[src/common/cpu_defines.svh]
`ifndef CPU_DEFINES_SVH
`define CPU_DEFINES_SVH

// data and instruction word
`define WORD_W 16

// word-addressed memory shared by program, data and stack
`define ADDR_W 8
`define MEM_DEPTH 256

// stack grows upward from here
`define STACK_BASE 224

// general registers ax to dx
`define REG_COUNT 4

`endif

[src/common/cpuIsaPkg.sv]
`include "cpu_defines.svh"

package cpuIsaPkg;

	// opcode numbers follow the original instruction set, HLT is new
	typedef enum logic [`WORD_W-1:0] {
		OP_NOP   = 16'h00,
		OP_SCF   = 16'h01,
		OP_CFF   = 16'h02,
		OP_COF   = 16'h03,
		OP_CZF   = 16'h04,
		OP_MOVR  = 16'h07, // reg to reg
		OP_MOVI  = 16'h08, // immediate to reg
		OP_POP   = 16'h09,
		OP_OUT   = 16'h0A,
		OP_PUSH  = 16'h0B,
		OP_ADD   = 16'h0C,
		OP_ADC   = 16'h0D,
		OP_SUB   = 16'h0E,
		OP_SUC   = 16'h0F,
		OP_CMP   = 16'h14,
		OP_AND   = 16'h15,
		OP_NOT   = 16'h17,
		OP_OR    = 16'h18,
		OP_SHL   = 16'h19,
		OP_SHR   = 16'h1A,
		OP_XOR   = 16'h1B,
		OP_JMP   = 16'h20,
		OP_JC    = 16'h21,
		OP_JNC   = 16'h22,
		OP_JZ    = 16'h23,
		OP_JNZ   = 16'h24,
		OP_JO    = 16'h25,
		OP_JNO   = 16'h26,
		OP_IN    = 16'h28,
		OP_MOVST = 16'h2A, // absolute store
		OP_MOVLD = 16'h2B, // absolute load
		OP_HLT   = 16'h3F
	} opcodeE;

	typedef enum logic [3:0] {
		ALU_ADD, ALU_ADC, ALU_SUB, ALU_SUC, ALU_CMP,
		ALU_AND, ALU_OR, ALU_XOR, ALU_NOT, ALU_SHL, ALU_SHR
	} aluOpE;

	typedef enum logic [1:0] {
		REG_AX = 2'd0,
		REG_BX = 2'd1,
		REG_CX = 2'd2,
		REG_DX = 2'd3
	} regSelE;

	typedef enum logic [2:0] {
		IDLE, FETCH, OPERAND, EXECUTE, ALUWAIT, MEMWAIT
	} ctrlStateE;

endpackage

[src/common/cpuBusPkg.sv]
`include "cpu_defines.svh"

package cpuBusPkg;

	typedef struct packed {
		logic valid;
		logic write;
		logic [`ADDR_W-1:0] addr;
		logic [`WORD_W-1:0] wdata;
	} memReqT;

	// program load from outside while halted
	typedef struct packed {
		logic valid;
		logic [`ADDR_W-1:0] addr;
		logic [`WORD_W-1:0] data;
	} loadReqT;

	typedef struct packed {
		logic valid;
		cpuIsaPkg::aluOpE op;
		logic [`WORD_W-1:0] a; // destination operand
		logic [`WORD_W-1:0] b;
		logic carryIn;
	} aluReqT;

	typedef struct packed {
		logic valid;
		logic [`WORD_W-1:0] result;
		logic cf;
		logic zf;
		logic of;
	} aluRespT;

	typedef struct packed {
		logic valid;
		logic [`WORD_W-1:0] base; // from bx
		logic [`WORD_W-1:0] data; // from dx
	} portOutT;

endpackage

[src/core/alu.sv]
`include "cpu_defines.svh"

module alu (
	input logic clk,
	input logic reset,
	input cpuBusPkg::aluReqT aluReq,
	output cpuBusPkg::aluRespT aluResp
);

	localparam int Msb = `WORD_W - 1;

	logic [`WORD_W:0] wide; // carry or borrow in the top bit
	logic [`WORD_W:0] carryExt;
	cpuBusPkg::aluRespT nextResp;

	assign carryExt = {{`WORD_W{1'b0}}, aluReq.carryIn};

	always_comb begin
		case (aluReq.op)
			cpuIsaPkg::ALU_ADD: wide = {1'b0, aluReq.a} + {1'b0, aluReq.b};
			cpuIsaPkg::ALU_ADC: wide = {1'b0, aluReq.a} + {1'b0, aluReq.b} + carryExt;
			cpuIsaPkg::ALU_SUB, cpuIsaPkg::ALU_CMP: wide = {1'b0, aluReq.a} - {1'b0, aluReq.b};
			cpuIsaPkg::ALU_SUC: wide = {1'b0, aluReq.a} - {1'b0, aluReq.b} - carryExt;
			cpuIsaPkg::ALU_AND: wide = {1'b0, aluReq.a & aluReq.b};
			cpuIsaPkg::ALU_OR: wide = {1'b0, aluReq.a | aluReq.b};
			cpuIsaPkg::ALU_XOR: wide = {1'b0, aluReq.a ^ aluReq.b};
			cpuIsaPkg::ALU_NOT: wide = {1'b0, ~aluReq.a};
			cpuIsaPkg::ALU_SHL: wide = {aluReq.a, 1'b0}; // msb falls into carry
			cpuIsaPkg::ALU_SHR: wide = {aluReq.a[0], 1'b0, aluReq.a[Msb:1]};
			default: wide = {1'b0, aluReq.a};
		endcase

		nextResp.valid = aluReq.valid;
		nextResp.result = wide[Msb:0];
		nextResp.cf = wide[`WORD_W];
		nextResp.zf = (wide[Msb:0] == '0);

		// signed overflow, sign of result differs from what the operands allow
		case (aluReq.op)
			cpuIsaPkg::ALU_ADD, cpuIsaPkg::ALU_ADC:
				nextResp.of = (aluReq.a[Msb] == aluReq.b[Msb]) && (wide[Msb] != aluReq.a[Msb]);
			cpuIsaPkg::ALU_SUB, cpuIsaPkg::ALU_SUC, cpuIsaPkg::ALU_CMP:
				nextResp.of = (aluReq.a[Msb] != aluReq.b[Msb]) && (wide[Msb] != aluReq.a[Msb]);
			default: nextResp.of = 1'b0;
		endcase
	end

	// one-cycle response
	always_ff @(posedge clk) begin
		aluResp <= nextResp;
		if (!reset) begin
			aluResp.valid <= 1'b0;
		end
	end

endmodule

[config.mk]
export PLATFORM = sky130hd
export DESIGN_NAME = alu
export DESIGN_NICKNAME = d
export VERILOG_FILES = /design/src/common/cpuIsaPkg.sv /design/src/common/cpuBusPkg.sv /design/src/core/alu.sv
export VERILOG_INCLUDE_DIRS = /design/src /design/src/common
export SDC_FILE = /design/constraint.sdc
export NUM_CORES = 1
export LEC_CHECK = 0
export ABC_AREA = 1
export BUFFER_PORTS_ARGS = -buffer_cell sky130_fd_sc_hd__buf_4
export CORE_UTILIZATION = 50
export CTS_BUF_LIST = sky130_fd_sc_hd__clkbuf_4
export DETAILED_ROUTE_END_ITERATION = 7
export PLACE_DENSITY = 0.78
export REMOVE_ABC_BUFFERS = 1
export SLEW_MARGIN = 25
export SYNTH_ARGS = -nofsm -noshare
export SYNTH_HDL_FRONTEND = slang
export SYNTH_SLANG_ARGS = --single-unit
[constraint.sdc]
create_clock -name clk -period 5.45 [get_ports clk]
set_input_delay 0.2725 -clock clk [delete_from_list [all_inputs] [get_ports clk]]
set_output_delay 0.2725 -clock clk [all_outputs]
set_load 0.03 [all_outputs]
## Word level (Yosys, flattened, before mapping)

Index checks and enable logic that the tools add are counted.
W data, S select, Z words.

- Add/sub/neg operators: 4
- Equality and inequality tests: 13
- Multiplexer cells: 2
- Bitwise operators: 4
- Reductions and logical operators: 7

Operators by type and width:

| kind | number |
|---|---|
| $pmux W17 S10 | 1 |
| $add A16 B16 Y17 | 1 |
| $add A17 B1 Y17 | 1 |
| $sub A16 B16 Y17 | 1 |
| $sub A17 B1 Y17 | 1 |
| $and A16 B16 Y16 | 1 |
| $eq A4 B3 Y1 const B | 4 |
| $logic_not A16 Y1 | 1 |
| $not A16 Y16 | 1 |
| $or A16 B16 Y16 | 1 |
| $xor A16 B16 Y16 | 1 |
| $eq A4 B4 Y1 const B | 3 |
| $eq A4 B2 Y1 const B | 2 |
| $eq A4 B1 Y1 const B | 1 |
| $logic_not A4 Y1 | 1 |
| $reduce_or A2 Y1 | 2 |
| $reduce_or A3 Y1 | 1 |
| $logic_and A1 B1 Y1 | 2 |
| $ne A1 B1 Y1 | 2 |
| $pmux W1 S2 | 1 |
| $eq A1 B1 Y1 | 1 |

- Register bits: 20
- Input bits: 40
- Output and inout bits: 20
- Logic and storage cells: 35

## Longest topological paths before layout

Gate-level depths: netlist (run 1).

- Word-level depth: 6
- Depth in mapped cells: 23
- Gate-level depth less buffers: 22

## Worst setup path before layout (run 1)

No wires, ideal clock.

- Kind: input to register
- Start point: in aluReq[1] in the netlist's numbering
- End point: reg aluResp[2] in the netlist's numbering
- Library setup time: 0.124 ns
- Data arrival time: 2.343 ns
- Required time: 5.326 ns
- Setup slack: 2.983 ns
- Stages on the path: 16
- Buffers on the path: 0
- Path through: ha_1 -> fa_1 -> ha_1 -> inv_1 -> nor2_1 -> nand3_1 -> nor2_2 -> nand3_2 -> inv_2 -> nand3_2 -> nor2_2 -> nand3_1 -> nor2_1 -> nand3_1 -> nand3_1 -> nand3_1

RTL lines:

| element | line | RTL |
|---|---|---|
| from (decl) | alu.sv:6 | `input cpuBusPkg::aluReqT aluReq,` |
| to (signal assigned) | alu.sv:50 | `aluResp <= nextResp;` |
| to (decl) | alu.sv:7 | `output cpuBusPkg::aluRespT aluResp` |

==> results.sh, run 1 <==
export IMPL_yosys_warnings=0
export IMPL_hold_path_end="aluResp[19]$_SDFF_PN0_"
export IMPL_die_height_um=106
export IMPL_critPathArrivalTime_ns=3.07
export IMPL_io_pins=60
export IMPL_cp_required_ns=5.65
export IMPL_setup_viol_count_final=0
export IMPL_p_leak_nw=3.27
export IMPL_synth_top_cell_by_area="nand2_1"
export IMPL_largest_reg_flops=20
export IMPL_numPlacedInstances=1172
export IMPL_maxCapViolCount=0
export IMPL_cts_resized=0
export IMPL_stdcell_count=1175
export IMPL_cts_buffers=3
export IMPL_clkTransAtPathRegs_ns=0.09
export IMPL_syn_inst=998
export IMPL_clk_path_buf_depth=2
export IMPL_ys_top_cells_by_count="nand2_1, inv_1, nand3_1, nor2_1, ha_1"
export IMPL_routed_via_density=5.67
export IMPL_antenna_found_initial=0
export IMPL_ys_async_sr_fraction_pct=0
export IMPL_antennaDiodeCount=0
export IMPL_syn_area_mm2=0.00541
export IMPL_die_w_um=106
export IMPL_dr_pass1_iters=5
export IMPL_hold_depth=3
export IMPL_gp_congestion=1.05
export IMPL_grt_pass1_vias=5874
export IMPL_dieArea_mm2=0.0112
export IMPL_drv_slew=0
export IMPL_ys_seq_area_share_pct=7.41
export IMPL_crit_fanout=11
export IMPL_holdBufCountCts=0
export IMPL_ff_latch_area_um2=400
export IMPL_vias=6662
export IMPL_area_delta_synth_final_pct=8.91
export IMPL_cp_end_kind="flip-flop"
export IMPL_final_util_pct=56.5
export IMPL_period_share_pct=52.6
export IMPL_grt_use_total_pct=35.0
export IMPL_post_route_drc_count=0
export IMPL_final_layout_size_suffix_gt1_share_pct=14.7
export IMPL_drtAntennaViolNets=0
export IMPL_synthDistinctLibCells=40
export IMPL_initial_core_util_pct=51.9
export IMPL_crit_path_top_delay_cell="ha_1"
export IMPL_worstHoldStart="aluReq[37]"
export IMPL_crit_path_frequent_cell="nand2_1"
export IMPL_yosysTopAreaCellShare_pct=21.7
export IMPL_max_stage_delay_ns=0.66
export IMPL_post_cts_repair_setup_buffers=0
export IMPL_syn_area_per_cell_um2=5.42
export IMPL_yosysMostFrequentCell="nand2_1"
export IMPL_regMostFlops="aluResp"
export IMPL_fin_setup_tns_ns=0
export IMPL_nets=1135
export IMPL_fin_crit_ns=2.87
export IMPL_grt_max_degree=20
export IMPL_max_vdd_ir_drop_mv=0.126
export IMPL_num_rows=37
export IMPL_multi_input_comb_area_mm2=0.00423
export IMPL_crit_type="primary input to flip-flop"
export IMPL_nFillCells=1159
export IMPL_synth_ff_type="dfxtp_1"
export IMPL_max_slew_margin_pct=25.3
export IMPL_h_tree_depth=1
export IMPL_wl_per_cell_um=16.6
export IMPL_start_kind="primary input"
export IMPL_power_density_mw_per_mm2=153
export IMPL_synth_enable_flop_cells=0
export IMPL_grt_overflow=0
export IMPL_yosys_top_cells_area="nand2_1, ha_1, nand3_1"
export IMPL_cts_sinks=20
export IMPL_core_area_mm2=0.0104
export IMPL_cts_tree="yes"
export IMPL_grt_first_pass_wirelength_um=30500
export IMPL_path_cells="buf_4 -> inv_1 -> ha_1 -> inv_1 -> nand2_1 -> nand2_1 -> inv_1 -> nand3_2 -> nand2_1 -> nand2_1 -> nand2_1 -> nand2_2 -> nand2_1 -> clkinv_1 -> nand3_1 -> nand3_1 -> nand3_1 -> o21ai_0 -> nand3_1 -> nor2_1"
export IMPL_max_freq_ghz=0.349
export IMPL_hold_viol_final=0
export IMPL_hold_class="primary input to flip-flop"
export IMPL_rsz0062_at_grt="no"
export IMPL_drt_iter0_markers=829
export IMPL_portBuffers=59
export IMPL_drt_total_wl_um=19400
export IMPL_final_area_mm2=0.00589
export IMPL_ys_ff_latch=20
export IMPL_dp_hpwl_um=15900
export IMPL_dpl_instance_area_mm2=0.00586
export IMPL_status="finished, final reports clean"
export IMPL_largestRegisters="aluResp x20"
export IMPL_tightestPinTransition_ns=1.12
export IMPL_cts_root_buf="clkbuf_4"
worst max path at each step:
stage	start	slack, ns	end	depth (start not counted)
after global placement	aluReq[23]	2.37	aluResp[1]$_DFF_P_	20
after global routing	aluReq[21]	2.32	aluResp[1]$_DFF_P_	22
after detailed placement	aluReq[21]	2.36	aluResp[1]$_DFF_P_	22
after floorplan	aluReq[3]	2.94	aluResp[1]$_DFF_P_	17
after CTS	aluReq[21]	2.67	aluResp[1]$_DFF_P_	22
final	aluReq[21]	2.58	aluResp[1]$_DFF_P_	20
cells by family (layout without fill, tap and decap cells):
group	Yosys count	in the layout	synth area share [%]
AOI/OAI and AO/OA	88	88	9.44
xor gates and xnor gates	1	1	0.162
adders and majority gates	54	54	12.8
buffers and inverters	186	227	14.3
DFF	20	20	7.41
and+or+nand+nor	649	649	55.9
stage by stage:
stage / power (mW) / setup WS, ns / hold slack (ns)
after floorplan: 0.623 / 2.94 / 0.366
after global placement: 0.815 / 2.37 / 0.460
after detailed placement: 0.818 / 2.36 / 0.466
after CTS: 0.883 / 2.67 / 0.161
after global routing: 0.970 / 2.32 / 0.172
final: 0.899 / 2.58 / 0.162
final cells by class:
cell class              instances  share of cell area [%]
multi-input cells             792                    71.9
inverters                     165                    10.5
repair buffers                 59                    7.52
flip-flops and latches         20                    6.80
well taps                     136                    2.89
clock buffers                   3                   0.383
critical path, delay by kind of cell:
kind / cells / cell delay, ns
adder cells (fa/ha/maj): 1 / 0.66
AO/OA/AOI/OAI: 1 / 0.12
buffers and inverters: 5 / 0.63
AND/OR/NAND/NOR: 13 / 1.38
cells in the final DEF (no fill, tap or decap), drive strengths merged:
cell     instances
clkbuf           3
a211oi           3
o211ai           2
nor2           124
xor2             1
clkinv           2
buf             59
a2111oi          1
nand3          129
dfxtp           20
a21oi           24
nor3             7
inv            163
a221oi           1
ha              52
o221ai           2
o21bai           4
a21o             1
nand4           28
o2111ai          3
fa               2
nand2          348
o22ai           12
nor4             5
nand3b           6
o21ai           35
and2             2
layer usage:
metal,wire length [um],vias up,global-route usage [%],part of all wire [%]
li1,-,3266,-,-
met1,8140,2928,48.4,42
met2,8140,402,54.4,42
met3,2270,66,4.35,12
met4,896,0,15.3,4.6
met5,0,-,0,0
report_power, final:
part	switching (mW)	total [mW]	internal, mW
registers	0.00562	0.173	0.167
logic	0.464	0.663	0.199
clock network	0.0381	0.0638	0.0257
No activity file was read; power rests on OpenSTA's default activity.
==> run 2: changes to the inputs <==
--- a/config.mk
+++ b/config.mk
@@ -11,7 +11,7 @@
 export CORE_UTILIZATION = 50
 export CTS_BUF_LIST = sky130_fd_sc_hd__clkbuf_4
 export DETAILED_ROUTE_END_ITERATION = 7
-export PLACE_DENSITY = 0.78
+export PLACE_DENSITY = 0.8
 export REMOVE_ABC_BUFFERS = 1
 export SLEW_MARGIN = 25
 export SYNTH_ARGS = -nofsm -noshare
==> constraint.sdc (replaced) <==
create_clock -name clk -period 2.5 [get_ports clk]
set_input_delay 0.125 -clock clk [delete_from_list [all_inputs] [get_ports clk]]
set_output_delay 0.125 -clock clk [all_outputs]
set_load 0.03 [all_outputs]
==> run 2 against run 1 <==
  * Worst hold slack lost 0.15 ns
  * Total power grew to 2.6 times the previous value
  * Non-clock buffer count grew 140
  * Die area is the same
  * Cell count grew 12%
  * Final area grew 19%
  * Global-route usage grew 2.1 points
  * Worst setup slack lost 2.5 ns
  * Sequential cell count is the same
==> results.sh, run 2 (synthesis results as in run 1) <==
export IMPL_holdBufCountCts=0
export IMPL_max_vdd_ir_drop_mv=0.296
export IMPL_stdcell_count=1316
export IMPL_cts_buffers=3
export IMPL_portBuffers=59
export IMPL_core_area_mm2=0.0104
export IMPL_grt_max_degree=20
export IMPL_die_w_um=106
export IMPL_die_height_um=106
export IMPL_cp_required_ns=2.74
export IMPL_clk_path_buf_depth=2
export IMPL_period_share_pct=95.0
export IMPL_final_layout_size_suffix_gt1_share_pct=26.3
export IMPL_power_density_mw_per_mm2=331
export IMPL_vias=7216
export IMPL_rsz0062_at_grt="yes"
export IMPL_clkTransAtPathRegs_ns=0.11
export IMPL_grt_first_pass_wirelength_um=32700
export IMPL_largestRegisters="aluResp x20"
export IMPL_final_common_cell="nand2_1"
export IMPL_io_pins=60
export IMPL_critPathArrivalTime_ns=2.62
export IMPL_grt_pass1_vias=6518
export IMPL_cp_end_kind="flip-flop"
export IMPL_hold_class="primary input to flip-flop"
export IMPL_routed_via_density=5.48
export IMPL_drv_slew=0
export IMPL_cts_root_buf="clkbuf_4"
export IMPL_crit_fanout=3
export IMPL_cts_sinks=20
export IMPL_crit_type="primary input to flip-flop"
export IMPL_num_rows=37
export IMPL_area_delta_synth_final_pct=29.9
export IMPL_max_slew_margin_pct=57.5
export IMPL_dp_hpwl_um=17700
export IMPL_nets=1275
export IMPL_tightestPinTransition_ns=0.636
export IMPL_final_util_pct=67.4
export IMPL_initial_core_util_pct=51.9
export IMPL_h_tree_depth=1
export IMPL_largest_reg_flops=20
export IMPL_final_cell_mix="nand2_1, buf_4, inv_1, nand3_1, nor2_1"
export IMPL_dr_pass1_iters=6
export IMPL_grt_use_total_pct=37.1
export IMPL_setup_ws_ns=0.124
export IMPL_fin_crit_ns=2.38
export IMPL_drt_total_wl_um=21000
export IMPL_dieArea_mm2=0.0112
export IMPL_drt_iter0_markers=828
export IMPL_dpl_worst_slack_ns=-0.258
export IMPL_maxCapViolCount=0
export IMPL_cts_tree="yes"
export IMPL_max_freq_ghz=0.421
export IMPL_wl_per_cell_um=16.0
export IMPL_start_kind="primary input"
export IMPL_regMostFlops="aluResp"
export IMPL_drtAntennaViolNets=0
export IMPL_numPlacedInstances=1308
export IMPL_worstHoldStart="aluReq[37]"
export IMPL_setup_viol_count_final=0
export IMPL_gp_congestion=1.01
export IMPL_p_leak_nw=3.94
export IMPL_antennaDiodeCount=0
export IMPL_status="finished, final reports clean"
export IMPL_antenna_found_initial=0
export IMPL_hold_viol_final=0
export IMPL_grt_overflow=0
export IMPL_fin_setup_tns_ns=0
export IMPL_crit_start="aluReq[17]"
export IMPL_post_route_drc_count=0
## run 2: final timing paths
| kind | to | slack [ns] | cells past startpoint |
|---|---|---|---|
| max | aluResp[1]$_DFF_P_ | 0.12 | 21 |
| min | aluResp[19]$_SDFF_PN0_ | 0.008 | 3 |
## run 2: metrics by stage
step | total power, mW | hold slack [ns] | instance area, um2
2_1_floorplan | 1.36 | 0.218 | 5250
3_5_place_dp | 2.10 | 0.316 | 6890
5_1_grt | 2.49 | 0.0138 | 7020
4_1_cts | 2.25 | 0.00231 | 6910
6_report | 2.33 | 0.00781 | 7020
3_3_place_gp | 2.07 | 0.310 | 6890
## run 2: power by group
part           switching (mW)  total, mW  internal, mW
Clock                  0.0923      0.150        0.0582
Sequential             0.0111      0.375         0.364
Combinational            1.11       1.80         0.692
## run 2: metal layers
metal / wire length, um / GRT usage, %
met1: 8800 / 51.6
met2: 8800 / 56.4
met3: 2670 / 7.23
met4: 729 / 13.5
met5: 0 / 0
## run 2: timing repair
| action | 4_1_cts | 5_1_grt |
|---|---|---|
| setup buffers | 0 | 4 |
| gates resized for setup | 0 | 21 |
| endpoints found under the setup margin | 0 | 4 |
| endpoints found under the hold margin | 0 | 0 |
## run 2: layout make-up
class                   instances  area, um2
clock inverters                 1       3.75
inverters                     165        622
well taps                     136        170
flip-flops and latches         20        400
fillers                      1006       3400
multi-input cells             792       4310
repair buffers                199       1490
clock buffers                   3       22.5
## run 2: worst max-delay path: stages
cell,delay [ns]
buf_4,0.11
inv_4,0.04
ha_4,0.16
fa_1,0.47
ha_1,0.29
inv_1,0.04
nand2_1,0.06
nand2_1,0.06
nor2_2,0.14
nand2_1,0.08
o21ai_2,0.16
nand2_1,0.07
nor2_1,0.09
nand2_1,0.05
nor2_1,0.10
nand3_1,0.08
nor2_1,0.11
nand3_1,0.08
nor2_1,0.14
nand2_1,0.06
nor2_1,0.10
