`src/common/cpu_defines.svh`:
```
`ifndef CPU_DEFINES_SVH
`define CPU_DEFINES_SVH

// data and instruction word
`define WORD_W 16

// word-addressed memory shared by program, data and stack
`define ADDR_W 8
`define MEM_DEPTH 256

// stack grows upward from here
`define STACK_BASE 224

// general registers ax to dx
`define REG_COUNT 4

`endif

```
`src/common/cpuIsaPkg.sv`:
```
`include "cpu_defines.svh"

package cpuIsaPkg;

	// opcode numbers follow the original instruction set, HLT is new
	typedef enum logic [`WORD_W-1:0] {
		OP_NOP   = 16'h00,
		OP_SCF   = 16'h01,
		OP_CFF   = 16'h02,
		OP_COF   = 16'h03,
		OP_CZF   = 16'h04,
		OP_MOVR  = 16'h07, // reg to reg
		OP_MOVI  = 16'h08, // immediate to reg
		OP_POP   = 16'h09,
		OP_OUT   = 16'h0A,
		OP_PUSH  = 16'h0B,
		OP_ADD   = 16'h0C,
		OP_ADC   = 16'h0D,
		OP_SUB   = 16'h0E,
		OP_SUC   = 16'h0F,
		OP_CMP   = 16'h14,
		OP_AND   = 16'h15,
		OP_NOT   = 16'h17,
		OP_OR    = 16'h18,
		OP_SHL   = 16'h19,
		OP_SHR   = 16'h1A,
		OP_XOR   = 16'h1B,
		OP_JMP   = 16'h20,
		OP_JC    = 16'h21,
		OP_JNC   = 16'h22,
		OP_JZ    = 16'h23,
		OP_JNZ   = 16'h24,
		OP_JO    = 16'h25,
		OP_JNO   = 16'h26,
		OP_IN    = 16'h28,
		OP_MOVST = 16'h2A, // absolute store
		OP_MOVLD = 16'h2B, // absolute load
		OP_HLT   = 16'h3F
	} opcodeE;

	typedef enum logic [3:0] {
		ALU_ADD, ALU_ADC, ALU_SUB, ALU_SUC, ALU_CMP,
		ALU_AND, ALU_OR, ALU_XOR, ALU_NOT, ALU_SHL, ALU_SHR
	} aluOpE;

	typedef enum logic [1:0] {
		REG_AX = 2'd0,
		REG_BX = 2'd1,
		REG_CX = 2'd2,
		REG_DX = 2'd3
	} regSelE;

	typedef enum logic [2:0] {
		IDLE, FETCH, OPERAND, EXECUTE, ALUWAIT, MEMWAIT
	} ctrlStateE;

endpackage

```
`src/common/cpuBusPkg.sv`:
```
`include "cpu_defines.svh"

package cpuBusPkg;

	typedef struct packed {
		logic valid;
		logic write;
		logic [`ADDR_W-1:0] addr;
		logic [`WORD_W-1:0] wdata;
	} memReqT;

	// program load from outside while halted
	typedef struct packed {
		logic valid;
		logic [`ADDR_W-1:0] addr;
		logic [`WORD_W-1:0] data;
	} loadReqT;

	typedef struct packed {
		logic valid;
		cpuIsaPkg::aluOpE op;
		logic [`WORD_W-1:0] a; // destination operand
		logic [`WORD_W-1:0] b;
		logic carryIn;
	} aluReqT;

	typedef struct packed {
		logic valid;
		logic [`WORD_W-1:0] result;
		logic cf;
		logic zf;
		logic of;
	} aluRespT;

	typedef struct packed {
		logic valid;
		logic [`WORD_W-1:0] base; // from bx
		logic [`WORD_W-1:0] data; // from dx
	} portOutT;

endpackage

```
`src/core/controlUnit.sv`:
```
`include "cpu_defines.svh"

module controlUnit (
	input logic clk,
	input logic reset,
	input logic start,
	input logic [`WORD_W-1:0] inData,
	input logic [`WORD_W-1:0] memRdata,
	input cpuBusPkg::aluRespT aluResp,
	output cpuBusPkg::memReqT memReq,
	output cpuBusPkg::aluReqT aluReq,
	output cpuBusPkg::portOutT portOut,
	output logic halted
);

	cpuIsaPkg::ctrlStateE state;
	logic [`REG_COUNT-1:0][`WORD_W-1:0] regFile; // ax, bx, cx, dx
	logic [`ADDR_W-1:0] pc;
	logic [`ADDR_W-1:0] sp;
	logic cf;
	logic zf;
	logic of;
	cpuIsaPkg::opcodeE opcode;
	cpuIsaPkg::opcodeE curOp;
	logic [`WORD_W-1:0] op1;
	logic [`WORD_W-1:0] op2;
	logic [1:0] wordCnt; // index of the word arriving in OPERAND
	cpuIsaPkg::regSelE pairDst;
	cpuIsaPkg::regSelE pairSrc;
	cpuIsaPkg::regSelE storeSrc;
	cpuIsaPkg::aluOpE aluOp;
	logic isAlu;
	logic jumpTaken;

	// operand words following the opcode
	function automatic logic [1:0] operandWords(cpuIsaPkg::opcodeE op);
		case (op)
			cpuIsaPkg::OP_MOVI, cpuIsaPkg::OP_MOVST, cpuIsaPkg::OP_MOVLD: return 2'd2;
			cpuIsaPkg::OP_NOP, cpuIsaPkg::OP_CFF, cpuIsaPkg::OP_COF, cpuIsaPkg::OP_CZF,
			cpuIsaPkg::OP_OUT, cpuIsaPkg::OP_IN, cpuIsaPkg::OP_HLT: return 2'd0;
			cpuIsaPkg::OP_MOVR, cpuIsaPkg::OP_PUSH, cpuIsaPkg::OP_POP, cpuIsaPkg::OP_SCF,
			cpuIsaPkg::OP_ADD, cpuIsaPkg::OP_ADC, cpuIsaPkg::OP_SUB, cpuIsaPkg::OP_SUC,
			cpuIsaPkg::OP_CMP, cpuIsaPkg::OP_AND, cpuIsaPkg::OP_OR, cpuIsaPkg::OP_XOR,
			cpuIsaPkg::OP_NOT, cpuIsaPkg::OP_SHL, cpuIsaPkg::OP_SHR,
			cpuIsaPkg::OP_JMP, cpuIsaPkg::OP_JC, cpuIsaPkg::OP_JNC, cpuIsaPkg::OP_JZ,
			cpuIsaPkg::OP_JNZ, cpuIsaPkg::OP_JO, cpuIsaPkg::OP_JNO: return 2'd1;
			default: return 2'd0; // unknown runs as NOP
		endcase
	endfunction

	assign curOp = (wordCnt == 2'd0) ? cpuIsaPkg::opcodeE'(memRdata) : opcode;
	assign pairDst = cpuIsaPkg::regSelE'(op1[3:2]);
	assign pairSrc = cpuIsaPkg::regSelE'(op1[1:0]); // also the single register field
	assign storeSrc = cpuIsaPkg::regSelE'(op2[1:0]);
	assign halted = (state == cpuIsaPkg::IDLE);

	always_comb begin
		isAlu = 1'b1;
		aluOp = cpuIsaPkg::ALU_ADD;
		case (opcode)
			cpuIsaPkg::OP_ADD: aluOp = cpuIsaPkg::ALU_ADD;
			cpuIsaPkg::OP_ADC: aluOp = cpuIsaPkg::ALU_ADC;
			cpuIsaPkg::OP_SUB: aluOp = cpuIsaPkg::ALU_SUB;
			cpuIsaPkg::OP_SUC: aluOp = cpuIsaPkg::ALU_SUC;
			cpuIsaPkg::OP_CMP: aluOp = cpuIsaPkg::ALU_CMP;
			cpuIsaPkg::OP_AND: aluOp = cpuIsaPkg::ALU_AND;
			cpuIsaPkg::OP_OR: aluOp = cpuIsaPkg::ALU_OR;
			cpuIsaPkg::OP_XOR: aluOp = cpuIsaPkg::ALU_XOR;
			cpuIsaPkg::OP_NOT: aluOp = cpuIsaPkg::ALU_NOT;
			cpuIsaPkg::OP_SHL: aluOp = cpuIsaPkg::ALU_SHL;
			cpuIsaPkg::OP_SHR: aluOp = cpuIsaPkg::ALU_SHR;
			default: isAlu = 1'b0;
		endcase
	end

	always_comb begin
		case (opcode)
			cpuIsaPkg::OP_JMP: jumpTaken = 1'b1;
			cpuIsaPkg::OP_JC: jumpTaken = cf;
			cpuIsaPkg::OP_JNC: jumpTaken = !cf;
			cpuIsaPkg::OP_JZ: jumpTaken = zf;
			cpuIsaPkg::OP_JNZ: jumpTaken = !zf;
			cpuIsaPkg::OP_JO: jumpTaken = of;
			cpuIsaPkg::OP_JNO: jumpTaken = !of;
			default: jumpTaken = 1'b0;
		endcase
	end

	// memory port, read data comes back one cycle later
	always_comb begin
		memReq = '0;
		case (state)
			cpuIsaPkg::FETCH: begin
				memReq.valid = 1'b1;
				memReq.addr = pc;
			end
			cpuIsaPkg::OPERAND: begin
				if (wordCnt == 2'd2 && opcode == cpuIsaPkg::OP_MOVLD) begin
					memReq.valid = 1'b1; // address word is on memRdata now
					memReq.addr = memRdata[`ADDR_W-1:0];
				end
			end
			cpuIsaPkg::EXECUTE: begin
				case (opcode)
					cpuIsaPkg::OP_MOVST: begin
						memReq.valid = 1'b1;
						memReq.write = 1'b1;
						memReq.addr = op1[`ADDR_W-1:0];
						memReq.wdata = regFile[storeSrc];
					end
					cpuIsaPkg::OP_PUSH: begin
						memReq.valid = 1'b1;
						memReq.write = 1'b1;
						memReq.addr = sp;
						memReq.wdata = regFile[pairSrc];
					end
					cpuIsaPkg::OP_POP: begin
						memReq.valid = 1'b1;
						memReq.addr = sp - 1'b1; // pre-decrement read
					end
					default: memReq.valid = 1'b0;
				endcase
			end
			default: memReq.valid = 1'b0;
		endcase
	end

	always_comb begin
		aluReq.valid = (state == cpuIsaPkg::EXECUTE) && isAlu;
		aluReq.op = aluOp;
		aluReq.a = regFile[pairDst];
		aluReq.b = regFile[pairSrc];
		aluReq.carryIn = cf;
		portOut.valid = (state == cpuIsaPkg::EXECUTE) && (opcode == cpuIsaPkg::OP_OUT);
		portOut.base = regFile[cpuIsaPkg::REG_BX];
		portOut.data = regFile[cpuIsaPkg::REG_DX];
	end

	// operand words
	always_ff @(posedge clk) begin
		if (state == cpuIsaPkg::OPERAND && wordCnt == 2'd1) begin
			op1 <= memRdata;
		end
		if (state == cpuIsaPkg::OPERAND && wordCnt == 2'd2) begin
			op2 <= memRdata;
		end
	end

	always_ff @(posedge clk) begin
		if (!reset) begin
			state <= cpuIsaPkg::IDLE;
			regFile <= '0;
			pc <= '0;
			sp <= '0;
			cf <= 1'b0;
			zf <= 1'b0;
			of <= 1'b0;
			opcode <= cpuIsaPkg::OP_NOP;
			wordCnt <= '0;
		end else begin
			case (state)
				cpuIsaPkg::IDLE: begin
					if (start) begin
						pc <= '0;
						sp <= `STACK_BASE;
						state <= cpuIsaPkg::FETCH;
					end
				end
				cpuIsaPkg::FETCH: begin
					pc <= pc + 1'b1;
					state <= cpuIsaPkg::OPERAND;
				end
				cpuIsaPkg::OPERAND: begin
					if (wordCnt == 2'd0) begin
						opcode <= curOp;
					end
					if (wordCnt < operandWords(curOp)) begin
						wordCnt <= wordCnt + 1'b1;
						state <= cpuIsaPkg::FETCH; // next operand word
					end else begin
						wordCnt <= '0;
						state <= cpuIsaPkg::EXECUTE;
					end
				end
				cpuIsaPkg::EXECUTE: begin
					state <= cpuIsaPkg::FETCH;
					case (opcode)
						cpuIsaPkg::OP_SCF: cf <= op1[0];
						cpuIsaPkg::OP_CFF: regFile[cpuIsaPkg::REG_DX] <= `WORD_W'(cf);
						cpuIsaPkg::OP_COF: regFile[cpuIsaPkg::REG_DX] <= `WORD_W'(of);
						cpuIsaPkg::OP_CZF: regFile[cpuIsaPkg::REG_DX] <= `WORD_W'(zf);
						cpuIsaPkg::OP_MOVR: regFile[pairDst] <= regFile[pairSrc];
						cpuIsaPkg::OP_MOVI: regFile[pairSrc] <= op2;
						cpuIsaPkg::OP_MOVLD: regFile[pairSrc] <= memRdata;
						cpuIsaPkg::OP_IN: regFile[cpuIsaPkg::REG_DX] <= inData;
						cpuIsaPkg::OP_PUSH: sp <= sp + 1'b1;
						cpuIsaPkg::OP_POP: begin
							sp <= sp - 1'b1;
							state <= cpuIsaPkg::MEMWAIT;
						end
						cpuIsaPkg::OP_JMP, cpuIsaPkg::OP_JC, cpuIsaPkg::OP_JNC,
						cpuIsaPkg::OP_JZ, cpuIsaPkg::OP_JNZ, cpuIsaPkg::OP_JO,
						cpuIsaPkg::OP_JNO: begin
							if (jumpTaken) begin
								pc <= op1[`ADDR_W-1:0];
							end
						end
						cpuIsaPkg::OP_HLT: state <= cpuIsaPkg::IDLE;
						default: begin
							if (isAlu) begin
								state <= cpuIsaPkg::ALUWAIT;
							end
						end
					endcase
				end
				cpuIsaPkg::ALUWAIT: begin
					if (aluResp.valid) begin
						if (opcode != cpuIsaPkg::OP_CMP) begin
							regFile[pairDst] <= aluResp.result;
						end
						cf <= aluResp.cf;
						zf <= aluResp.zf;
						of <= aluResp.of;
					end
					state <= cpuIsaPkg::FETCH;
				end
				cpuIsaPkg::MEMWAIT: begin
					regFile[pairSrc] <= memRdata; // popped word
					state <= cpuIsaPkg::FETCH;
				end
				default: state <= cpuIsaPkg::IDLE;
			endcase
		end
	end

endmodule

```
`config.mk`:
```
export PLATFORM = sky130hd
export DESIGN_NAME = controlUnit
export DESIGN_NICKNAME = d
export VERILOG_FILES = /design/src/common/cpuIsaPkg.sv /design/src/common/cpuBusPkg.sv /design/src/core/controlUnit.sv
export VERILOG_INCLUDE_DIRS = /design/src /design/src/common
export SDC_FILE = /design/constraint.sdc
export NUM_CORES = 1
export LEC_CHECK = 0
export ABC_AREA = 0
export BUFFER_PORTS_ARGS = -buffer_cell sky130_fd_sc_hd__buf_4
export CORE_AREA = 2 2 175 177
export CTS_CLUSTER_SIZE = 28
export DETAILED_ROUTE_END_ITERATION = 7
export DIE_AREA = 0 0 177 179
export PLACE_DENSITY = 0.7
export SYNTH_ARGS = -nofsm -noshare
export SYNTH_HDL_FRONTEND = slang
export SYNTH_SLANG_ARGS = --single-unit
```
`constraint.sdc`:
```
create_clock -name clk -period 3 [get_ports clk]
set_clock_uncertainty 0.2 [all_clocks]
set_input_delay 0.3 -clock clk [delete_from_list [all_inputs] [get_ports clk]]
set_output_delay 0.3 -clock clk [all_outputs]
set_load 0.02 [all_outputs]
```
; After elaboration in Yosys (flattened, before gate mapping)
; Memory sizes are Yosys's and may differ from the RTL's.
; Cells that the tools add are included.
[totals]
n_memories = 1
input_bits = 55
mem_bits_ro = 128
elab_cells = 155
output_inout_bits = 98
reg_bits = 128
[mem_list]
columns = memory, words, word_bits, read_ports, rd_ports_with_merged_regs, write_ports, line_no
row1 = (no name shown), 64, 2, 1, 0, 0, controlUnit.sv:37  ; case (op)
[op_classes]
n_reduce_logical = 30
addsub = 4
muxes = 52
order_cmp = 6
n_eq_ne = 48
[op_table]
columns = operator, n
row1 = 64-bit bitwise mux, 4
row2 = 64-bit case mux with 3 select lines, 1
row3 = 16-bit by 6-bit equality test with 1-bit output (second input constant), 11
row4 = 48-bit case mux with 3 select lines, 1
row5 = 16-bit by 4-bit equality test with 1-bit output (second input constant), 8
row6 = 64-bit two-way mux, 2
row7 = 16-bit by 5-bit equality test with 1-bit output (second input constant), 7
row8 = 16-bit two-way mux, 7
row9 = 16-bit case mux with 7 select lines, 1
row10 = 16-bit binary-select mux with 2-bit select, 3
row11 = 8-bit case mux with 3 select lines, 3
row12 = 16-bit demux with 2-bit select, 2
row13 = 8-bit two-way mux, 5
row14 = 4-bit case mux with 10 select lines, 1
row15 = 16-bit by 2-bit equality test with 1-bit output (second input constant), 2
row16 = 16-bit by 3-bit equality test with 1-bit output (second input constant), 2
row17 = 16-bit case mux with 2 select lines, 1
row18 = 8-bit case mux with 2 select lines, 2
row19 = 8-bit by 1-bit adder with 8-bit output (second input constant), 2
row20 = 16-bit by 1-bit equality test with 1-bit output (second input constant), 1
row21 = 16-bit by 5-bit inequality test with 1-bit output (second input constant), 1
row22 = 16-bit OR reduction, 1
row23 = 3-bit case mux with 5 select lines, 1
row24 = 4-bit AND reduction, 3
row25 = 35 further kinds, 68

; Longest topological paths before layout
[logic_depth]
ltp_word = 9
ltp_mapped = 11
mapped_depth_nobuf = 10

; Least setup slack after synthesis
; Ideal clock, no wire load.
[synth_timing]
kind = register -> output
start = register opcode[8]
end = output memReq[18] (netlist name)
setup_slack_ps = -50
arrival_time_ps = 2550
n_path_buf = 1
path_stages_with_launch = 7
required_ps = 2500
cell_sequence = dfxtp_1 -> nor4_1 -> nand4_1 -> nor3_1 -> clkbuf_1 -> a22oi_1 -> o21ai_0
[synth_rtl]
columns = element, line_no
row1 = start: declaration, controlUnit.sv:23  ; cpuIsaPkg::opcodeE opcode;
row2 = start signal: assignment, controlUnit.sv:158  ; opcode <= cpuIsaPkg::OP_NOP;
row3 = start signal: assignment, controlUnit.sv:175  ; opcode <= curOp;
row4 = end: declaration, controlUnit.sv:10  ; output cpuBusPkg::memReqT memReq,

==> impl_metrics.toml <==
[cells_and_area]
seqCellArea_um2 = 2820
fin_nets = 1696
nFillCells = 2875
multiInputGateArea_um2 = 8240
area_growth_pct = 25.4
drive_gt1_share_pct = 27.0
num_antenna_cells = 0

[floorplan]
die_y_um = 179
core_um2 = 30000
fp.dieW_um = 177
fp-row-count = 64
start_util_pct = 39.1
ioPinCount = 153
die_area_um2 = 31700

[logic_synthesis]
ys_top_cells_by_count = "185 x nand2_1, 142 x clkbuf_1, 109 x o21ai_0, 104 x dfxtp_1, 102 x nor2_1"
synth-seq-cells = 128
postSynthNetCount = 1579
ys_types = 72
synth_largest_area_cell = "dfxtp_1"
yosys-top-cells-area = "dfxtp_1 18%, mux4_2 9.2%, edfxtp_1 6.1%"
ys_seq_area_share_pct = 23.9
synth_edf_count = 24
synth_top_area_share_pct = 17.8
synth.avg_cell_area_um2 = 7.74
synth.most_common_cell = "nand2_1"
synthArstFlopShare_pct = 0
synth_area_um2 = 11700
synth_ff_type = "dfxtp_1"
syn_inst = 1516
yosys_warnings = 0

[timing]
timing.final.crit_share_pct = 99.6
max_slew_margin_pct = 15.9
fin_hold_ws_ns = 0.0836
layout_setup_ws_ns = 0.0118
hold_viol = 0
worstMarginPinSlew_ns = 1.25
fmax_mhz = 335
final_max_slew_viol_count = 0
finalSetupViolCount = 0
rsz0062_at_grt = "yes"
finalCriticalPeriod_ns = 2.99

[critical_path]
end_kind = "output pin"
worst-endpoint-arrival_ns = 2.49
cp.required_ns = 2.50
reg2regPathDepth = 8
crit_family = "simple AND/OR/NAND/NOR gates"
regToRegSetupSlack_ns = 0.12
worst-path-buf-inv = 1
r2r_end = "portOut[5]$_SDFFE_PN0P_"
cp_cell_sequence = "or3_4 > or4_4 > nor2_1 > xor2_1 > a22oi_2 > o21ai_4 > buf_6"
setup.worst_path.class = "flip-flop to output pin"
cpPeakStageDelay_ns = 0.50
cp-start-kind = "flip-flop"
worst_path_max_delay_cell = "or4_4"
r2r-start = "opcode[14]$_SDFFE_PN0P_"
crit_fanout = 8

[clock_tree]
clkSlewWorstSetupHoldPaths_ns = 0.06
cts.sinks = 128
insertion_delay_ns = 0.43
cts_tree = "yes"
cts_buffers = 17
root_buffer = "clkbuf_16"
cts_buffer_depth = 2
cts_max_level = 4

[job]
cap_viol_max_count = 0

[status]
run_status = "complete, no violations"

[hold_path]
hold_depth = 3
hp-class = "input port to flip-flop"
whs_endpoint = "cf$_SDFFE_PN0P_"
min-delay-start = "aluResp[2]"

[global_routing]
grt_pass1_wl_um = 73400
grt_max_degree = 92
grtUsageTotal_pct = 30.0
first_global_vias = 12376
gr-total-overflow = 0
grt_antenna_before_repair = 0

[route]
drtIter0Drc = 2075
top_layer = "met4"
avgViaCountPerCell = 6.79
wl_met3_um = 6170
firstDrtPassIters = 6
routed-via-count = 13869
route.met2.wl_um = 22000
wl_per_cell_um = 24.4
ant_nets = 0
wirelength_um = 49800
drc = 0
drt-met1-wl_um = 19700

[placed_design]
hpwl_um = 33800
dpl_worst_slack_ns = -0.0148
io_buffers = 152
gp_congestion = 0.976

[power_and_ir_drop]
p_leak_nw = 5.13
powerDensity_nw_per_um2 = 332
max-vdd-ir-drop_uv = 366
worst reg2reg max path, delay by kind of cell, from the launching register on:
kind / cells / cell delay, ns
AND/OR/NAND/NOR: 2 / 0.95
AO/OA/AOI/OAI: 4 / 0.93
flip-flops: 1 / 0.32
buffers and inverters: 2 / 0.36
how the worst max path moves through the flow:
stage	startpoint	endpoint	depth (start not counted)
finish	sp[0]$_SDFFE_PN0P_	memReq[23]	7
global route	opcode[8]$_SDFFE_PN0P_	memReq[8]	11
CTS	opcode[1]$_SDFFE_PN0P_	memReq[18]	7
detailed placement	memRdata[10]	wordCnt[1]$_SDFFE_PN0P_	9
global placement	opcode[12]$_SDFFE_PN0P_	pc[3]$_SDFFE_PN0P_	7
floorplan	opcode[5]$_SDFFE_PN0P_	memReq[16]	7
cells by family (layout without fill, tap and decap cells):
family	count (synthesis)	in the layout	synth area share (%)
multiplexers	87	87	12.8
AO/OA/AOI/OAI	567	567	33.6
flip-flops	128	128	23.9
adder cells (fa/ha/maj)	8	8	0.853
XOR/XNOR	10	10	0.747
buffers and inverters	220	350	8.12
AND/OR/NAND/NOR	496	496	20.0
power by group:
group | internal [mW] | switching [mW]
registers | 1.78 | 0.0460
clock network | 1.14 | 0.851
logic | 0.371 | 0.693
cell type report:
type | count | area share (%)
Clock inverter | 10 | 0.612
Timing Repair Buffer | 292 | 17.1
Inverter | 26 | 0.663
Multi-Input combinational cell | 1168 | 56.0
Tap cell | 396 | 3.37
Clock buffer | 22 | 3.02
Sequential cell | 128 | 19.2
through the flow:
step	util (%)	TNS [ns]	instances	total power [mW]	instance area (um2)
2_1_floorplan	-	0	1516	2.37	11700
3_3_place_gp	44.8	0	1974	2.79	13500
3_5_place_dp	44.8	-0.0260	1974	2.79	13500
4_1_cts	47.8	0	2031	4.80	14400
5_1_grt	49.0	-1.95	2042	5.00	14700
6_report	49.0	0	2042	4.88	14700
timing repair:
| action | CTS | global route |
|---|---|---|
| hold endpoints to repair | 40 | 0 |
| setup endpoints to repair | 28 | 39 |
| pin swaps | 11 | 25 |
| cloned | 1 | 2 |
| hold buffers | 18 | 0 |
| resized for setup | 41 | 53 |
| setup buffers | 6 | 10 |
routing by layer:
metal	vias up	global-route usage, %
met1	6588	40.9
met5	-	0
met2	1026	45.3
li1	6113	-
met4	0	12.1
met3	142	7.42
placed cells by master (no fill, tap or decap), types with 25 or more instances in the layout:
cell type    n
a22o_1      32
a311oi_1    35
a21oi_1     94
buf_4      239
mux4_2      48
dfxtp_1     95
inv_1       25
o22ai_1     50
nand3_1     51
nand2_1    184
nor3_1      33
nor2_1      96
o221ai_1    48
o21ai_0    101
Power figures use the tool's default switching activity.
